<file path="src/rtl/bridge_pkg.sv">
package bridge_pkg;

    // Widths with a meaning on the serial and bus sides
    typedef logic [7:0]  byte_t;
    typedef logic [31:0] addr_t;
    typedef logic [31:0] word_t;
    typedef logic [1:0]  resp_t;
    typedef logic [7:0]  status_t;

    // Response status byte
    localparam status_t STATUS_OK      = 8'h00;
    localparam status_t STATUS_BAD_CMD = 8'h02; // Reserved command bits set
    localparam status_t STATUS_BUS_ERR = 8'h03; // SLVERR or DECERR from the bus

    // Frame layout
    localparam int CMD_READ_BIT = 7;
    localparam int WORD_BYTES   = 4; // Address and data bytes, LSB first

endpackage
</file>
<file path="src/rtl/uart_axil_bridge.sv">
`timescale 1ns/1ps

module uart_axil_bridge import bridge_pkg::*; #(
    parameter int CLK_FREQ_HZ = 50_000_000,
    parameter int BAUD_RATE   = 115_200,
    parameter int FIFO_DEPTH  = 16
) (
    input  logic       clk,
    input  logic       rst,
    input  logic       uart_rx,
    output logic       uart_tx,
    output addr_t      axi_awaddr,
    output logic       axi_awvalid,
    input  logic       axi_awready,
    output word_t      axi_wdata,
    output logic [3:0] axi_wstrb,
    output logic       axi_wvalid,
    input  logic       axi_wready,
    input  resp_t      axi_bresp,
    input  logic       axi_bvalid,
    output logic       axi_bready,
    output addr_t      axi_araddr,
    output logic       axi_arvalid,
    input  logic       axi_arready,
    input  word_t      axi_rdata,
    input  resp_t      axi_rresp,
    input  logic       axi_rvalid,
    output logic       axi_rready,
    output logic       busy
);

    localparam int CLKS_PER_BIT = CLK_FREQ_HZ / BAUD_RATE;

    byte_t   rx_byte;
    logic    rx_valid;
    logic    rx_active;
    byte_t   fifo_data;
    logic    fifo_empty;
    logic    fifo_rd_en;
    byte_t   cmd;
    addr_t   addr;
    word_t   wdata;
    logic    frame_valid;
    logic    frame_error;
    logic    frame_busy;
    logic    frame_done;
    logic    bus_done;
    status_t bus_status;
    word_t   rdata_out;
    byte_t   tx_byte;
    logic    tx_start;
    logic    tx_busy;

    uart_rx #(.CLKS_PER_BIT(CLKS_PER_BIT)) u_uart_rx (
        .clk(clk), .rst(rst), .rx(uart_rx),
        .rx_byte(rx_byte), .rx_valid(rx_valid), .rx_active(rx_active)
    );

    byte_fifo #(.FIFO_DEPTH(FIFO_DEPTH)) u_byte_fifo (
        .clk(clk), .rst(rst), .wr_en(rx_valid), .wr_data(rx_byte),
        .rd_en(fifo_rd_en), .rd_data(fifo_data), .empty(fifo_empty), .full()
    );

    frame_parser u_frame_parser (
        .clk(clk), .rst(rst), .empty(fifo_empty), .rd_data(fifo_data),
        .rd_en(fifo_rd_en), .frame_done(frame_done), .cmd(cmd), .addr(addr),
        .wdata(wdata), .frame_valid(frame_valid), .frame_error(frame_error),
        .frame_busy(frame_busy)
    );

    axil_master u_axil_master (
        .clk(clk), .rst(rst), .frame_valid(frame_valid), .cmd(cmd),
        .addr(addr), .wdata(wdata),
        .axi_awaddr(axi_awaddr), .axi_awvalid(axi_awvalid), .axi_awready(axi_awready),
        .axi_wdata(axi_wdata), .axi_wstrb(axi_wstrb), .axi_wvalid(axi_wvalid),
        .axi_wready(axi_wready), .axi_bresp(axi_bresp), .axi_bvalid(axi_bvalid),
        .axi_bready(axi_bready), .axi_araddr(axi_araddr), .axi_arvalid(axi_arvalid),
        .axi_arready(axi_arready), .axi_rdata(axi_rdata), .axi_rresp(axi_rresp),
        .axi_rvalid(axi_rvalid), .axi_rready(axi_rready),
        .bus_done(bus_done), .bus_status(bus_status), .rdata_out(rdata_out)
    );

    response_builder u_response_builder (
        .clk(clk), .rst(rst), .bus_done(bus_done), .frame_error(frame_error),
        .cmd(cmd), .bus_status(bus_status), .rdata_out(rdata_out),
        .tx_busy(tx_busy), .tx_byte(tx_byte), .tx_start(tx_start),
        .frame_done(frame_done)
    );

    uart_tx #(.CLKS_PER_BIT(CLKS_PER_BIT)) u_uart_tx (
        .clk(clk), .rst(rst), .tx_start(tx_start), .tx_byte(tx_byte),
        .tx(uart_tx), .tx_busy(tx_busy)
    );

    assign busy = frame_busy || rx_active || tx_busy;

endmodule

</file>
<file path="src/rtl/uart_tx.sv">
`timescale 1ns/1ps

module uart_tx import bridge_pkg::*; #(
    parameter int CLKS_PER_BIT = 16
) (
    input  logic  clk,
    input  logic  rst,
    input  logic  tx_start,
    input  byte_t tx_byte,
    output logic  tx,
    output logic  tx_busy
);

    localparam int CW = $clog2(CLKS_PER_BIT + 1);

    logic [9:0]    shift;     // Stop, data LSB first, start
    logic [3:0]    bit_cnt;
    logic [CW-1:0] baud_cnt;

    assign tx = shift[0];

    always_ff @(posedge clk) begin
        if (rst) begin
            shift    <= '1;
            bit_cnt  <= '0;
            baud_cnt <= '0;
            tx_busy  <= 1'b0;
        end else if (!tx_busy) begin
            if (tx_start) begin
                shift    <= {1'b1, tx_byte, 1'b0};
                bit_cnt  <= '0;
                baud_cnt <= '0;
                tx_busy  <= 1'b1;
            end
        end else if (baud_cnt == CW'(CLKS_PER_BIT - 1)) begin
            baud_cnt <= '0;
            shift    <= {1'b1, shift[9:1]}; // Refill with idle level
            bit_cnt  <= bit_cnt + 1'b1;
            if (bit_cnt == 4'd9) tx_busy <= 1'b0; // End of stop bit
        end else begin
            baud_cnt <= baud_cnt + 1'b1;
        end
    end

endmodule

</file>
<file path="src/rtl/response_builder.sv">
`timescale 1ns/1ps

module response_builder import bridge_pkg::*; (
    input  logic    clk,
    input  logic    rst,
    input  logic    bus_done,
    input  logic    frame_error,
    input  byte_t   cmd,
    input  status_t bus_status,
    input  word_t   rdata_out,
    input  logic    tx_busy,
    output byte_t   tx_byte,
    output logic    tx_start,
    output logic    frame_done
);

    typedef enum logic {B_IDLE, B_SEND} bld_state_t;

    bld_state_t state;
    status_t    status_q;
    logic [2:0] idx;
    logic [2:0] last_idx;
    byte_t      byte_sel;

    // Status and echo always, data only for a good read
    assign last_idx = (cmd[CMD_READ_BIT] && status_q == STATUS_OK) ?
                      3'(WORD_BYTES + 1) : 3'd1;

    always_comb begin
        case (idx)
            3'd0:    byte_sel = status_q;
            3'd1:    byte_sel = cmd;
            default: byte_sel = rdata_out[8 * (idx - 3'd2) +: 8];
        endcase
    end

    always_ff @(posedge clk) begin
        if (rst) begin
            state      <= B_IDLE;
            status_q   <= STATUS_OK;
            idx        <= '0;
            tx_start   <= 1'b0;
            frame_done <= 1'b0;
        end else begin
            tx_start   <= 1'b0;
            frame_done <= 1'b0;
            case (state)
                B_IDLE: begin
                    idx <= '0;
                    if (bus_done || frame_error) begin
                        status_q <= frame_error ? STATUS_BAD_CMD : bus_status;
                        state    <= B_SEND;
                    end
                end
                B_SEND: begin
                    // tx_busy lags tx_start by a cycle, so skip that cycle
                    if (!tx_busy && !tx_start) begin
                        tx_start <= 1'b1;
                        tx_byte  <= byte_sel;
                        idx      <= idx + 1'b1;
                        if (idx == last_idx) begin
                            frame_done <= 1'b1;
                            state      <= B_IDLE;
                        end
                    end
                end
                default: state <= B_IDLE;
            endcase
        end
    end

    a_start_when_idle: assert property (@(posedge clk) disable iff (rst)
        tx_start |-> !tx_busy);

endmodule

</file>
<file path="src/rtl/axil_master.sv">
`timescale 1ns/1ps

module axil_master import bridge_pkg::*; (
    input  logic    clk,
    input  logic    rst,
    input  logic    frame_valid,
    input  byte_t   cmd,
    input  addr_t   addr,
    input  word_t   wdata,
    output addr_t   axi_awaddr,
    output logic    axi_awvalid,
    input  logic    axi_awready,
    output word_t   axi_wdata,
    output logic [3:0] axi_wstrb,
    output logic    axi_wvalid,
    input  logic    axi_wready,
    input  resp_t   axi_bresp,
    input  logic    axi_bvalid,
    output logic    axi_bready,
    output addr_t   axi_araddr,
    output logic    axi_arvalid,
    input  logic    axi_arready,
    input  word_t   axi_rdata,
    input  resp_t   axi_rresp,
    input  logic    axi_rvalid,
    output logic    axi_rready,
    output logic    bus_done,
    output status_t bus_status,
    output word_t   rdata_out
);

    typedef enum logic [2:0] {M_IDLE, M_WRITE, M_BRESP, M_AR, M_RDATA} mst_state_t;

    mst_state_t state;

    function automatic status_t status_of(resp_t r);
        return (r == 2'b00) ? STATUS_OK : STATUS_BUS_ERR; // Only OKAY passes
    endfunction

    assign axi_wstrb = {WORD_BYTES{1'b1}};

    always_ff @(posedge clk) begin
        if (rst) begin
            state       <= M_IDLE;
            axi_awvalid <= 1'b0;
            axi_wvalid  <= 1'b0;
            axi_bready  <= 1'b0;
            axi_arvalid <= 1'b0;
            axi_rready  <= 1'b0;
            bus_done    <= 1'b0;
            bus_status  <= STATUS_OK;
        end else begin
            bus_done <= 1'b0;
            case (state)
                M_IDLE: begin
                    if (frame_valid && cmd[CMD_READ_BIT]) begin
                        axi_araddr  <= addr;
                        axi_arvalid <= 1'b1;
                        state       <= M_AR;
                    end else if (frame_valid) begin
                        axi_awaddr  <= addr;
                        axi_wdata   <= wdata;
                        axi_awvalid <= 1'b1;
                        axi_wvalid  <= 1'b1;
                        state       <= M_WRITE;
                    end
                end
                M_WRITE: begin
                    // Each valid is its own "still pending" flag
                    if (axi_awready) axi_awvalid <= 1'b0;
                    if (axi_wready) axi_wvalid <= 1'b0;
                    if ((axi_awready || !axi_awvalid) && (axi_wready || !axi_wvalid)) begin
                        axi_bready <= 1'b1;
                        state      <= M_BRESP;
                    end
                end
                M_BRESP: begin
                    if (axi_bvalid) begin
                        axi_bready <= 1'b0;
                        bus_status <= status_of(axi_bresp);
                        bus_done   <= 1'b1;
                        state      <= M_IDLE;
                    end
                end
                M_AR: begin
                    if (axi_arready) begin
                        axi_arvalid <= 1'b0;
                        axi_rready  <= 1'b1;
                        state       <= M_RDATA;
                    end
                end
                M_RDATA: begin
                    if (axi_rvalid) begin
                        axi_rready <= 1'b0;
                        rdata_out  <= axi_rdata;
                        bus_status <= status_of(axi_rresp);
                        bus_done   <= 1'b1;
                        state      <= M_IDLE;
                    end
                end
                default: state <= M_IDLE;
            endcase
        end
    end

    a_aw_hold: assert property (@(posedge clk) disable iff (rst)
        axi_awvalid && !axi_awready |=> axi_awvalid && $stable(axi_awaddr));

endmodule

</file>
<file path="src/rtl/frame_parser.sv">
`timescale 1ns/1ps

module frame_parser import bridge_pkg::*; (
    input  logic  clk,
    input  logic  rst,
    input  logic  empty,
    input  byte_t rd_data,
    output logic  rd_en,
    input  logic  frame_done,
    output byte_t cmd,
    output addr_t addr,
    output word_t wdata,
    output logic  frame_valid,
    output logic  frame_error,
    output logic  frame_busy
);

    localparam int    CNT_W     = $clog2(WORD_BYTES);
    localparam byte_t RSVD_MASK = ~(byte_t'(1) << CMD_READ_BIT);

    typedef enum logic [1:0] {P_CMD, P_ADDR, P_DATA, P_HOLD} parse_state_t;

    parse_state_t     state;
    logic [CNT_W-1:0] byte_cnt;

    // Pop whenever a byte waits, except while a frame is held
    assign rd_en      = !empty && (state != P_HOLD);
    assign frame_busy = (state != P_CMD);

    always_ff @(posedge clk) begin
        if (rst) begin
            state       <= P_CMD;
            byte_cnt    <= '0;
            frame_valid <= 1'b0;
            frame_error <= 1'b0;
        end else begin
            frame_valid <= 1'b0;
            frame_error <= 1'b0;
            case (state)
                P_CMD: begin
                    byte_cnt <= '0;
                    if (rd_en) begin
                        cmd <= rd_data;
                        if ((rd_data & RSVD_MASK) != '0) begin
                            frame_error <= 1'b1; // Rest of the frame stays unread
                            state       <= P_HOLD;
                        end else begin
                            state <= P_ADDR;
                        end
                    end
                end
                P_ADDR: begin
                    if (rd_en) begin
                        addr     <= {rd_data, addr[31:8]};
                        byte_cnt <= byte_cnt + 1'b1;
                        if (byte_cnt == CNT_W'(WORD_BYTES - 1)) begin
                            if (cmd[CMD_READ_BIT]) begin
                                frame_valid <= 1'b1;
                                state       <= P_HOLD;
                            end else begin
                                state <= P_DATA;
                            end
                        end
                    end
                end
                P_DATA: begin
                    if (rd_en) begin
                        wdata    <= {rd_data, wdata[31:8]};
                        byte_cnt <= byte_cnt + 1'b1;
                        if (byte_cnt == CNT_W'(WORD_BYTES - 1)) begin
                            frame_valid <= 1'b1;
                            state       <= P_HOLD;
                        end
                    end
                end
                P_HOLD: if (frame_done) state <= P_CMD; // Response fully started
                default: state <= P_CMD;
            endcase
        end
    end

endmodule

</file>
<file path="src/rtl/byte_fifo.sv">
`timescale 1ns/1ps

module byte_fifo import bridge_pkg::*; #(
    parameter int FIFO_DEPTH = 16
) (
    input  logic  clk,
    input  logic  rst,
    input  logic  wr_en,
    input  byte_t wr_data,
    input  logic  rd_en,
    output byte_t rd_data,
    output logic  empty,
    output logic  full
);

    localparam int AW = $clog2(FIFO_DEPTH);

    byte_t        mem [FIFO_DEPTH];
    logic [AW:0]  wr_ptr;   // MSB is the wrap bit
    logic [AW:0]  rd_ptr;

    assign empty   = (wr_ptr == rd_ptr);
    assign full    = (wr_ptr[AW] != rd_ptr[AW]) && (wr_ptr[AW-1:0] == rd_ptr[AW-1:0]);
    assign rd_data = mem[rd_ptr[AW-1:0]]; // Head shown ahead

    always_ff @(posedge clk) begin
        if (wr_en && !full) mem[wr_ptr[AW-1:0]] <= wr_data;
    end

    always_ff @(posedge clk) begin
        if (rst) begin
            wr_ptr <= '0;
            rd_ptr <= '0;
        end else begin
            if (wr_en && !full) wr_ptr <= wr_ptr + 1'b1; // Full drops the byte
            if (rd_en && !empty) rd_ptr <= rd_ptr + 1'b1;
        end
    end

    a_no_pop_empty: assert property (@(posedge clk) disable iff (rst)
        rd_en |-> !empty);

endmodule

</file>
<file path="src/rtl/uart_rx.sv">
`timescale 1ns/1ps

module uart_rx import bridge_pkg::*; #(
    parameter int CLKS_PER_BIT = 16
) (
    input  logic  clk,
    input  logic  rst,
    input  logic  rx,
    output byte_t rx_byte,
    output logic  rx_valid,
    output logic  rx_active
);

    localparam int CW = $clog2(CLKS_PER_BIT + 1);

    typedef enum logic [1:0] {RX_IDLE, RX_START, RX_DATA, RX_STOP} rx_state_t;

    rx_state_t       state;
    logic [CW-1:0]   clk_cnt;
    logic [2:0]      bit_idx;
    logic            rx_meta;
    logic            rx_s;

    // Two-flop synchronizer, line idles high
    always_ff @(posedge clk) begin
        if (rst) begin
            rx_meta <= 1'b1;
            rx_s    <= 1'b1;
        end else begin
            rx_meta <= rx;
            rx_s    <= rx_meta;
        end
    end

    always_ff @(posedge clk) begin
        if (rst) begin
            state    <= RX_IDLE;
            clk_cnt  <= '0;
            bit_idx  <= '0;
            rx_valid <= 1'b0;
        end else begin
            rx_valid <= 1'b0;
            case (state)
                RX_IDLE: begin
                    clk_cnt <= '0;
                    bit_idx <= '0;
                    if (!rx_s) state <= RX_START;
                end
                RX_START: begin
                    // Half a bit in, the start bit must still be low
                    if (clk_cnt == CW'(CLKS_PER_BIT / 2 - 1)) begin
                        clk_cnt <= '0;
                        state   <= rx_s ? RX_IDLE : RX_DATA;
                    end else begin
                        clk_cnt <= clk_cnt + 1'b1;
                    end
                end
                RX_DATA: begin
                    if (clk_cnt == CW'(CLKS_PER_BIT - 1)) begin
                        clk_cnt <= '0;
                        rx_byte <= {rx_s, rx_byte[7:1]}; // LSB arrives first
                        bit_idx <= bit_idx + 1'b1;
                        if (bit_idx == 3'd7) state <= RX_STOP;
                    end else begin
                        clk_cnt <= clk_cnt + 1'b1;
                    end
                end
                RX_STOP: begin
                    if (clk_cnt == CW'(CLKS_PER_BIT - 1)) begin
                        rx_valid <= rx_s; // Framing error drops the byte
                        state    <= RX_IDLE;
                    end else begin
                        clk_cnt <= clk_cnt + 1'b1;
                    end
                end
                default: state <= RX_IDLE;
            endcase
        end
    end

    assign rx_active = (state != RX_IDLE);

    a_rx_valid_pulse: assert property (@(posedge clk) disable iff (rst)
        rx_valid |=> !rx_valid);

endmodule

</file>
<file path="config.mk">
export PLATFORM = sky130hd
export DESIGN_NAME = uart_axil_bridge
export DESIGN_NICKNAME = d
export VERILOG_FILES = /design/src/rtl/bridge_pkg.sv /design/src/rtl/uart_axil_bridge.sv /design/src/rtl/uart_tx.sv /design/src/rtl/response_builder.sv /design/src/rtl/axil_master.sv /design/src/rtl/frame_parser.sv /design/src/rtl/byte_fifo.sv /design/src/rtl/uart_rx.sv
export SDC_FILE = /design/constraint.sdc
export NUM_CORES = 1
export LEC_CHECK = 0
export BUFFER_PORTS_ARGS = -buffer_cell sky130_fd_sc_hd__clkbuf_2
export CORE_MARGIN = 2
export CORE_UTILIZATION = 56
export CTS_CLUSTER_DIAMETER = 80
export DETAILED_ROUTE_END_ITERATION = 8
export GPL_ROUTABILITY_DRIVEN = 0
export PLACE_DENSITY_LB_ADDON = 0.08
export REMOVE_ABC_BUFFERS = 1
export SYNTH_ARGS = -nofsm -noshare
export SYNTH_HDL_FRONTEND = slang
export SYNTH_HIERARCHICAL = 1
export SYNTH_SLANG_ARGS = --single-unit
</file>
<file path="constraint.sdc">
create_clock -name clk -period 12.9 [get_ports clk]
set_input_delay 2.58 -clock clk [delete_from_list [all_inputs] [get_ports clk]]
set_output_delay 2.58 -clock clk [all_outputs]
set_load 0.02 [all_outputs]
</file>
==> summary.txt, run 1 <==
Placed design
  – Detailed placement HPWL: 18.50 mm
  – PortBufs: 146
  – Area of placed instances: 17,330 um2

CTS
  – Clock Latency Late Sink: 0.55 ns
  – CTS Sinks: 428
  – Hold buffer count at cts: 0
  – Gates resized, CTS repair: 0
  – Post-CTS Setup Bufs: 0
  – Root Driver: clkbuf_16
  – Clock buffer depth: 3
  – H-tree depth: 2
  – CTS buffer count: 42
  – CTS clk-pin slew, worst paths: 0.06 ns
  – CTS tree: done

Logic synthesis
  – Synthesized area per cell: 17.19 um2
  – Post-synth EDFFs: 344
  – Register bit total from synthesis: 428
  – Sequential fraction of the synthesis area: 73.61%
  – Fraction of registers with async set/reset: 0%
  – Synth cell types: 86
  – Synth Cell Area: 16,320 um2
  – Synth Instances: 949
  – Synth warn: 6
  – Top_reg_cell synth: edfxtp_1

Finish
  – Layout net count: 1,174
  – Layout cells sized above 1: 23.09%
  – Antenna diodes: 0
  – Synth-to-layout area growth: 14.80%
  – Design Area, Final: 18,730 um2

Global route
  – Initial antenna violation count: 0
  – GRT Util Overall: 19.19%
  – Gr ovfl total: 0
  – First-pass GRT wire length: 46.08 mm
  – Vias in the first global route: 8,324
  – Largest net degree at the start of global routing: 65

Worst setup path
  – Crit path arrival time: 1.93 ns
  – Path depth of the worst reg2reg path: 7
  – Crit Path Max Fanout: 15
  – Setup crit end kind: output pin
  – Worst path required time: 10.32 ns
  – Startpoint types: flip-flop
  – Crit Path Class: flip-flop to output pin

Floorplanning
  – Initial Util: 56.85%
  – Die W: 174.7 um
  – Core area: 28,700 um2
  – Io pins: 151
  – Die Area: 30,520 um2
  – Rows: 62
  – Die Y: 174.7 um

Timing
  – Final period util: 34.98%
  – Minimum clock period: 4.512 ns
  – Hold Violations, Final: 0
  – Worst Skew: 0.008638 ns
  – Hold_ws: 0.4082 ns
  – Slew margin rel.: 26.75%
  – RSZ-0062 raised after global routing: no
  – Slew of the pin with the lowest slew margin: 1.096 ns
  – # setup viols final: 0
  – Setup_tns: 0 ns
  – Fin. max-slew vios: 0
  – Highest Clock Rate: 221.6 MHz

Routing
  – Pre-antenna DRT Iters: 5
  – DR vias: 8,503
  – Via/cell ratio: 5.583
  – DRC: 0
  – DRT iter0 DRCs: 755
  – Post-Route WL: 28.94 mm
  – Routed Antenna Nets: 0
  – WL/cell: 19.00 um

Hold path
  – Hold depth: 1
  – Hold Path Class: flip-flop to flip-flop

Run status
  – Status: finished clean

Flow run
  – Max-Cap Viols: 0

Power
  – Worst VDD drop: 0.1049 mV
  – Leakage: 0.006516 uW
  – Power Density: 153.1 nW/um2
cell usage after synthesis (9+ instances only):
library cell,instances,area share (%)
nor3_1,25,0.77
o21bai_1,9,0.41
nand2_1,29,0.67
a21oi_1,21,0.64
xnor2_1,12,0.64
o21ai_0,16,0.49
mux4_1,32,5.2
and3_1,18,0.69
ha_1,24,1.8
buf_4,13,0.60
nor2b_1,10,0.38
nor2_1,45,1.0
a22oi_1,15,0.69
nand3_1,14,0.43
dfxtp_1,84,10
mux4_2,16,2.2
inv_1,37,0.85
clkbuf_1,19,0.44
edfxtp_1,344,63
report_power, final:
group	internal (uW)	switching, uW
logic	48.2	72.2
clock network	722	509
registers	1500	19.6
total	2270	601
per-layer routing:
layer | routed length (um) | share of wire [%] | GRT usage (%) | vias to the layer above
li1 | - | - | - | 4033
met1 | 13300 | 46 | 27.82 | 4196
met2 | 13570 | 47 | 30.40 | 222
met3 | 1431 | 4.9 | 3.307 | 52
met4 | 642 | 2.2 | 5.486 | 0
met5 | 0 | 0 | 0 | -
kinds of logic (layout without fill, tap and decap cells):
group / Yosys count / in the layout / share of synthesized area (%)
AOI/OAI and AO/OA: 131 / 131 / 5.843
xor gates and xnor gates: 17 / 17 / 0.9125
adders and majority gates: 24 / 24 / 1.840
buffers and inverters: 85 / 267 / 2.668
DFF: 428 / 428 / 73.61
muxes: 58 / 58 / 8.021
other: 2 / 10 / 0.04603
and+or+nand+nor: 204 / 204 / 7.055
worst paths after layout:
kind,from,to,slack (ns)
worst max-delay path,flip-flop,busy,8.39
worst min-delay path,u_uart_rx/rx_meta,u_uart_rx/rx_s,0.41
worst max register to register,flip-flop,u_frame_parser/state[1],10.05
worst min register to register,u_uart_rx/rx_meta,u_uart_rx/rx_s,0.41
layout by cell type (no fill, tap or decap), types with 5 or more instances in the layout:
cell,instances
edfxtp_1,344
clkbuf_2,146
dfxtp_1,83
nor2_1,43
clkbuf_16,42
inv_1,37
mux4_1,32
nand2_1,29
nor3_1,25
ha_1,24
a21oi_1,21
and3_1,18
o21ai_0,16
mux4_2,16
a22oi_1,15
nand3_1,14
xnor2_1,12
clkinv_1,10
conb_1,10
nor2b_1,9
o21bai_1,9
a31oi_1,8
nand4_1,8
o22ai_1,8
clkinv_2,7
clkbuf_1,6
nand2b_1,6
or3_1,5
bufinv_16,5
buf_4,5
a211oi_1,5
a211o_1,5
xor2_1,5
mux2_2,5
nor3b_1,5
registers in the layout (all words and copies together) (netlist names), 2 cells and up, named ones only:
register	count
u_axil_master/rdata_out	32
u_byte_fifo/mem	128
u_response_builder/idx	3
u_byte_fifo/wr_ptr	5
u_byte_fifo/rd_ptr	5
u_frame_parser/addr	32
u_frame_parser/cmd	8
u_uart_tx/bit_cnt	4
u_frame_parser/wdata	32
u_axil_master/axi_awaddr	32
u_frame_parser/byte_cnt	2
u_axil_master/state	3
u_response_builder/tx_byte	8
u_uart_rx/bit_idx	3
u_axil_master/axi_araddr	32
u_uart_tx/baud_cnt	9
u_axil_master/axi_wdata	32
u_uart_rx/rx_byte	8
u_uart_tx/shift	9
u_uart_rx/clk_cnt	9
u_response_builder/status_q	8
u_frame_parser/state	2
metrics by stage:
stage	std cells	util (%)	setup slack, ns	total power, uW
after floorplan	911	-	7.164	1622
after global placement	1446	60.37	8.164	1663
after detailed placement	1446	60.37	8.121	1666
after CTS	1523	65.26	8.366	2895
after global routing	1523	65.26	8.298	2962
final	1523	65.26	8.388	2868
area by class of cell:
| type | count | area [um2] |
|---|---|---|
| Sequential cell | 428 | 12010 |
| Fill cell | 2059 | 9971 |
| Multi-Input combinational cell | 444 | 3919 |
| Clock buffer | 51 | 1115 |
| Timing Repair Buffer | 151 | 768.2 |
| Tap cell | 384 | 480.5 |
| Clock inverter | 26 | 290.3 |
| Inverter | 39 | 146.4 |
worst max-delay path, stage by stage (launching register included):
cell	delay [ns]
dfxtp_1	0.45
or2_2	0.40
or3_1	0.37
clkbuf_2	0.17
(Power assumes the default switching activity.)
==> inputs of run 2 (changes only) <==
--- a/config.mk
+++ b/config.mk
@@ -5,6 +5,7 @@
 export SDC_FILE = /design/constraint.sdc
 export NUM_CORES = 1
 export LEC_CHECK = 0
+export ABC_AREA = 1
 export BUFFER_PORTS_ARGS = -buffer_cell sky130_fd_sc_hd__clkbuf_2
 export CORE_MARGIN = 2
 export CORE_UTILIZATION = 56
==> constraint.sdc (replaced) <==
create_clock -name clk -period 4.5 [get_ports clk]
set_input_delay 0.9 -clock clk [delete_from_list [all_inputs] [get_ports clk]]
set_output_delay 0.9 -clock clk [all_outputs]
set_load 0.02 [all_outputs]
==> run 2 against run 1 <==
  * Synthesized area is 2.9% higher
  * Register-to-register slack worse by 8.1 ns
  * Core utilization is 0.084 points higher
  * Non-clock buffer count is 4 higher
  * Die area is 2.9% higher
  * Routed wire length is 13% higher
  * Sequential power grew to 2.8 times the previous value
  * Clock power grew to 3.0 times the previous value
  * Synthesized cell count is 46% higher
  * Global-route usage is 1.7 points higher
  * First-iteration DRC count is 7.0% higher
  * Sequential cell count stayed put
  * Critical endpoint unchanged
  * Largest cell class unchanged
  * Highest routed layer unchanged
==> summary.txt, run 2 <==
Run status
  – Status: finished clean

Timing
  – Final period util: 59.16%
  – Highest Clock Rate: 375.6 MHz
  – Fin. max-slew vios: 0 (unchanged)
  – Worst Skew: 0.02057 ns (+0.01193 ns)
  – # setup viols final: 0 (unchanged)
  – Slew margin rel.: 13.53% (-13 points)
  – Hold Violations, Final: 0 (unchanged)
  – Hold_ws: 0.4134 ns (+0.005126 ns)
  – Slew of the pin with the lowest slew margin: 1.287 ns (+0.1910 ns)
  – RSZ-0062 raised after global routing: no
  – Minimum clock period: 2.662 ns

Logic synthesis
  – Synth Cell Area: 16,800 um2 (+2.9%)
  – Synth Instances: 1,390 (+46%)
  – Yosys top cell by area: edfxtp_1
  – Sequential fraction of the synthesis area: 71.51% (-2.1 points)
  – Most frequent cell after synthesis: edfxtp_1
  – Synthesized area per cell: 12.08 um2 (-30%)
  – Synth warn: 6 (unchanged)
  – Post-synth top cells: edfxtp_1 (344), nand2_1 (214), inv_1 (149)
  – Fraction of registers with async set/reset: 0% (unchanged)
  – Synth cell types: 43 (-50%)
  – Post-synth EDFFs: 344 (unchanged)
  – Yosys top cell area share: 61.50% (-1.8 points)
  – Top_reg_cell synth: edfxtp_1
  – Register bit total from synthesis: 428 (unchanged)
  – Synth area leaders: edfxtp_1 (62%), dfxtp_1 (10%), nand2_1 (4.8%), nand3_1 (4.0%), inv_1 (3.3%)

Finish
  – Leading cell type in the layout, fill and taps excluded: edfxtp_1
  – Antenna diodes: 0 (unchanged)
  – Most frequent cells in the layout: edfxtp_1 (344), nand2_1 (214), inv_1 (149)
  – Max reg flops: 128 (unchanged)
  – Layout cells sized above 1: 19.28% (-3.8 points)
  – Design Area, Final: 19,320 um2 (+3.1%)
  – Synth-to-layout area growth: 15.00%
  – Layout net count: 1,611 (+37%)

Power
  – Flop pwr share: 52.0% (-0.9 points)
  – Power Density: 423.6 nW/um2 (+180%)
  – Psw: 1576 uW (+160%)
  – Clk pwr share: 45.4% (+2.5 points)
  – Leakage: 0.007222 uW (+11%)
  – Worst VDD drop: 0.3201 mV (+210%)
  – Internal Power: 6606 uW (+190%)
  – Logic pwr share: 2.6% (-1.6 points)
  – Sw Share: 19.26% (-1.7 points)

Floorplanning
  – Die Area: 31,390 um2 (+2.9%)
  – Io pins: 151 (unchanged)
  – Initial Util: 56.82% (about the same)
  – Die W: 177.2 um (+1.4%)
  – Core area: 29,560 um2 (+3.0%)
  – Die Y: 177.2 um (+1.4%)
  – Rows: 63 (+1.6%)

CTS
  – Post-CTS Setup Bufs: 0 (unchanged)
  – H-tree depth: 2 (unchanged)
  – Hold buffer count at cts: 0 (unchanged)
  – Root Driver: clkbuf_16
  – Clock buffer depth: 3 (unchanged)
  – CTS clk-pin slew, worst paths: 0.06 ns (about the same)
  – Gates resized, CTS repair: 0 (unchanged)
  – Clock Latency Late Sink: 0.54 ns (about the same)
  – CTS tree: done
  – CTS buffer count: 42 (unchanged)
  – CTS Sinks: 428 (unchanged)

Worst setup path
  – Crit Path Max Fanout: 6 (-9)
  – Worst path max stage delay: 0.42 ns (-0.03 ns)
  – Crit path arrival time: 1.76 ns (-0.17 ns)
  – Setup crit end kind: output pin
  – Crit Path Class: flip-flop to output pin
  – Slowest stage cell, crit path: dfxtp_1
  – Worst path cell trace: inv_1 -> ha_1 -> inv_1 -> nor2_1 -> nand2_1 -> clkbuf_2
  – Worst path most repeated cell: inv_1
  – Startpoint types: flip-flop
  – Worst path required time: 3.60 ns (-6.72 ns)

Routing
  – Post-Route WL: 32.64 mm (+13%)
  – Routed Antenna Nets: 0 (unchanged)
  – DRT iter0 DRCs: 808 (+7.0%)
  – Via/cell ratio: 5.257 (-5.8%)
  – DRC: 0 (unchanged)
  – WL/cell: 16.60 um (-13%)
  – Pre-antenna DRT Iters: 5 (unchanged)
  – DR vias: 10,340 (+22%)

Flow run
  – Max-Cap Viols: 0 (unchanged)

Placed design
  – Area of placed instances: 17,820 um2 (+2.9%)
  – PortBufs: 146 (unchanged)
  – Detailed placement HPWL: 21.81 mm (+18%)

Global route
  – First-pass GRT wire length: 50.98 mm (+11%)
  – Vias in the first global route: 9,455 (+14%)
  – GRT Util Overall: 20.88% (+1.7 points)
  – Gr ovfl total: 0 (unchanged)
  – Largest net degree at the start of global routing: 65 (unchanged)
  – Initial antenna violation count: 0 (unchanged)

Hold path
  – Hold Path Class: flip-flop to flip-flop
## run 2: cell types whose count changed after synthesis, moves of 16 or more
cell / change
nand2_1: +185
nand3_1: +119
inv_1: +112
a21oi_1: +52
o21ai_0: +48
nor2_1: +46
mux4_1: -32
o211ai_1: +32
nor2_2: +21
and3_1: -18
nor3_1: -17
mux4_2: -16
## run 2: routing by layer
layer | global-route usage, % | share of wire, %
met1 | 31.46 | 46
met2 | 31.92 | 46
met3 | 3.071 | 6.1
met4 | 5.716 | 2.0
met5 | 0 | 0
## run 2: worst paths after layout
path,from,to,slack (ns),depth (start not counted)
setup / recovery,u_frame_parser/state[0],busy,1.84,6
setup reg to reg,u_byte_fifo/wr_ptr[2],u_frame_parser/addr[13],1.97,8
hold / removal,u_uart_rx/rx_meta,u_uart_rx/rx_s,0.41,1
hold reg to reg,u_uart_rx/rx_meta,u_uart_rx/rx_s,0.41,1
## run 2: stage by stage
stage	setup WS, ns	total power (uW)	utilization [%]	cells	TNS, ns
2_1_floorplan	-3.165	4472	-	1344	-202.58
3_3_place_gp	1.998	4545	60.30	1889	0
3_5_place_dp	1.947	4549	60.30	1889	0
4_1_cts	1.821	8264	65.35	1967	0
5_1_grt	1.744	8455	65.35	1967	0
6_report	1.838	8182	65.35	1967	0
## run 2: power groups by stage
stage | Clock [uW] | Sequential (uW) | Combinational, uW
after detailed placement | 0 | 4340 | 214
after floorplan | 0 | 4330 | 140
final | 3720 | 4250 | 215
after CTS | 3800 | 4250 | 215
after global routing | 3960 | 4250 | 245
after global placement | 0 | 4330 | 210
## run 2: kinds of logic after synthesis
logic type      after synthesis  synth area share [%]
flops                       428                 71.51
compound gates              198                 6.727
buf+inv                     218                 5.609
fa+ha+maj                    24                 1.788
other cells                   2               0.04471
xor+xnor                      6                0.3129
simple gates                514                 14.00
## run 2: cell type report
class / instances / area (um2)
inverters: 164 / 616.8
well taps: 390 / 488.0
repair buffers: 155 / 798.3
flip-flops and latches: 428 / 12020
clock inverters: 26 / 372.9
fillers: 2263 / 10240
clock buffers: 52 / 1120
multi-input cells: 752 / 3904
## run 2: worst max-delay path: cells and delay by family, from the launching register on
kind                     cells  cell delay (ns)
flip-flops                   1             0.42
buffers and inverters        3             0.43
adder cells (fa/ha/maj)      1             0.23
AND/OR/NAND/NOR              2             0.16
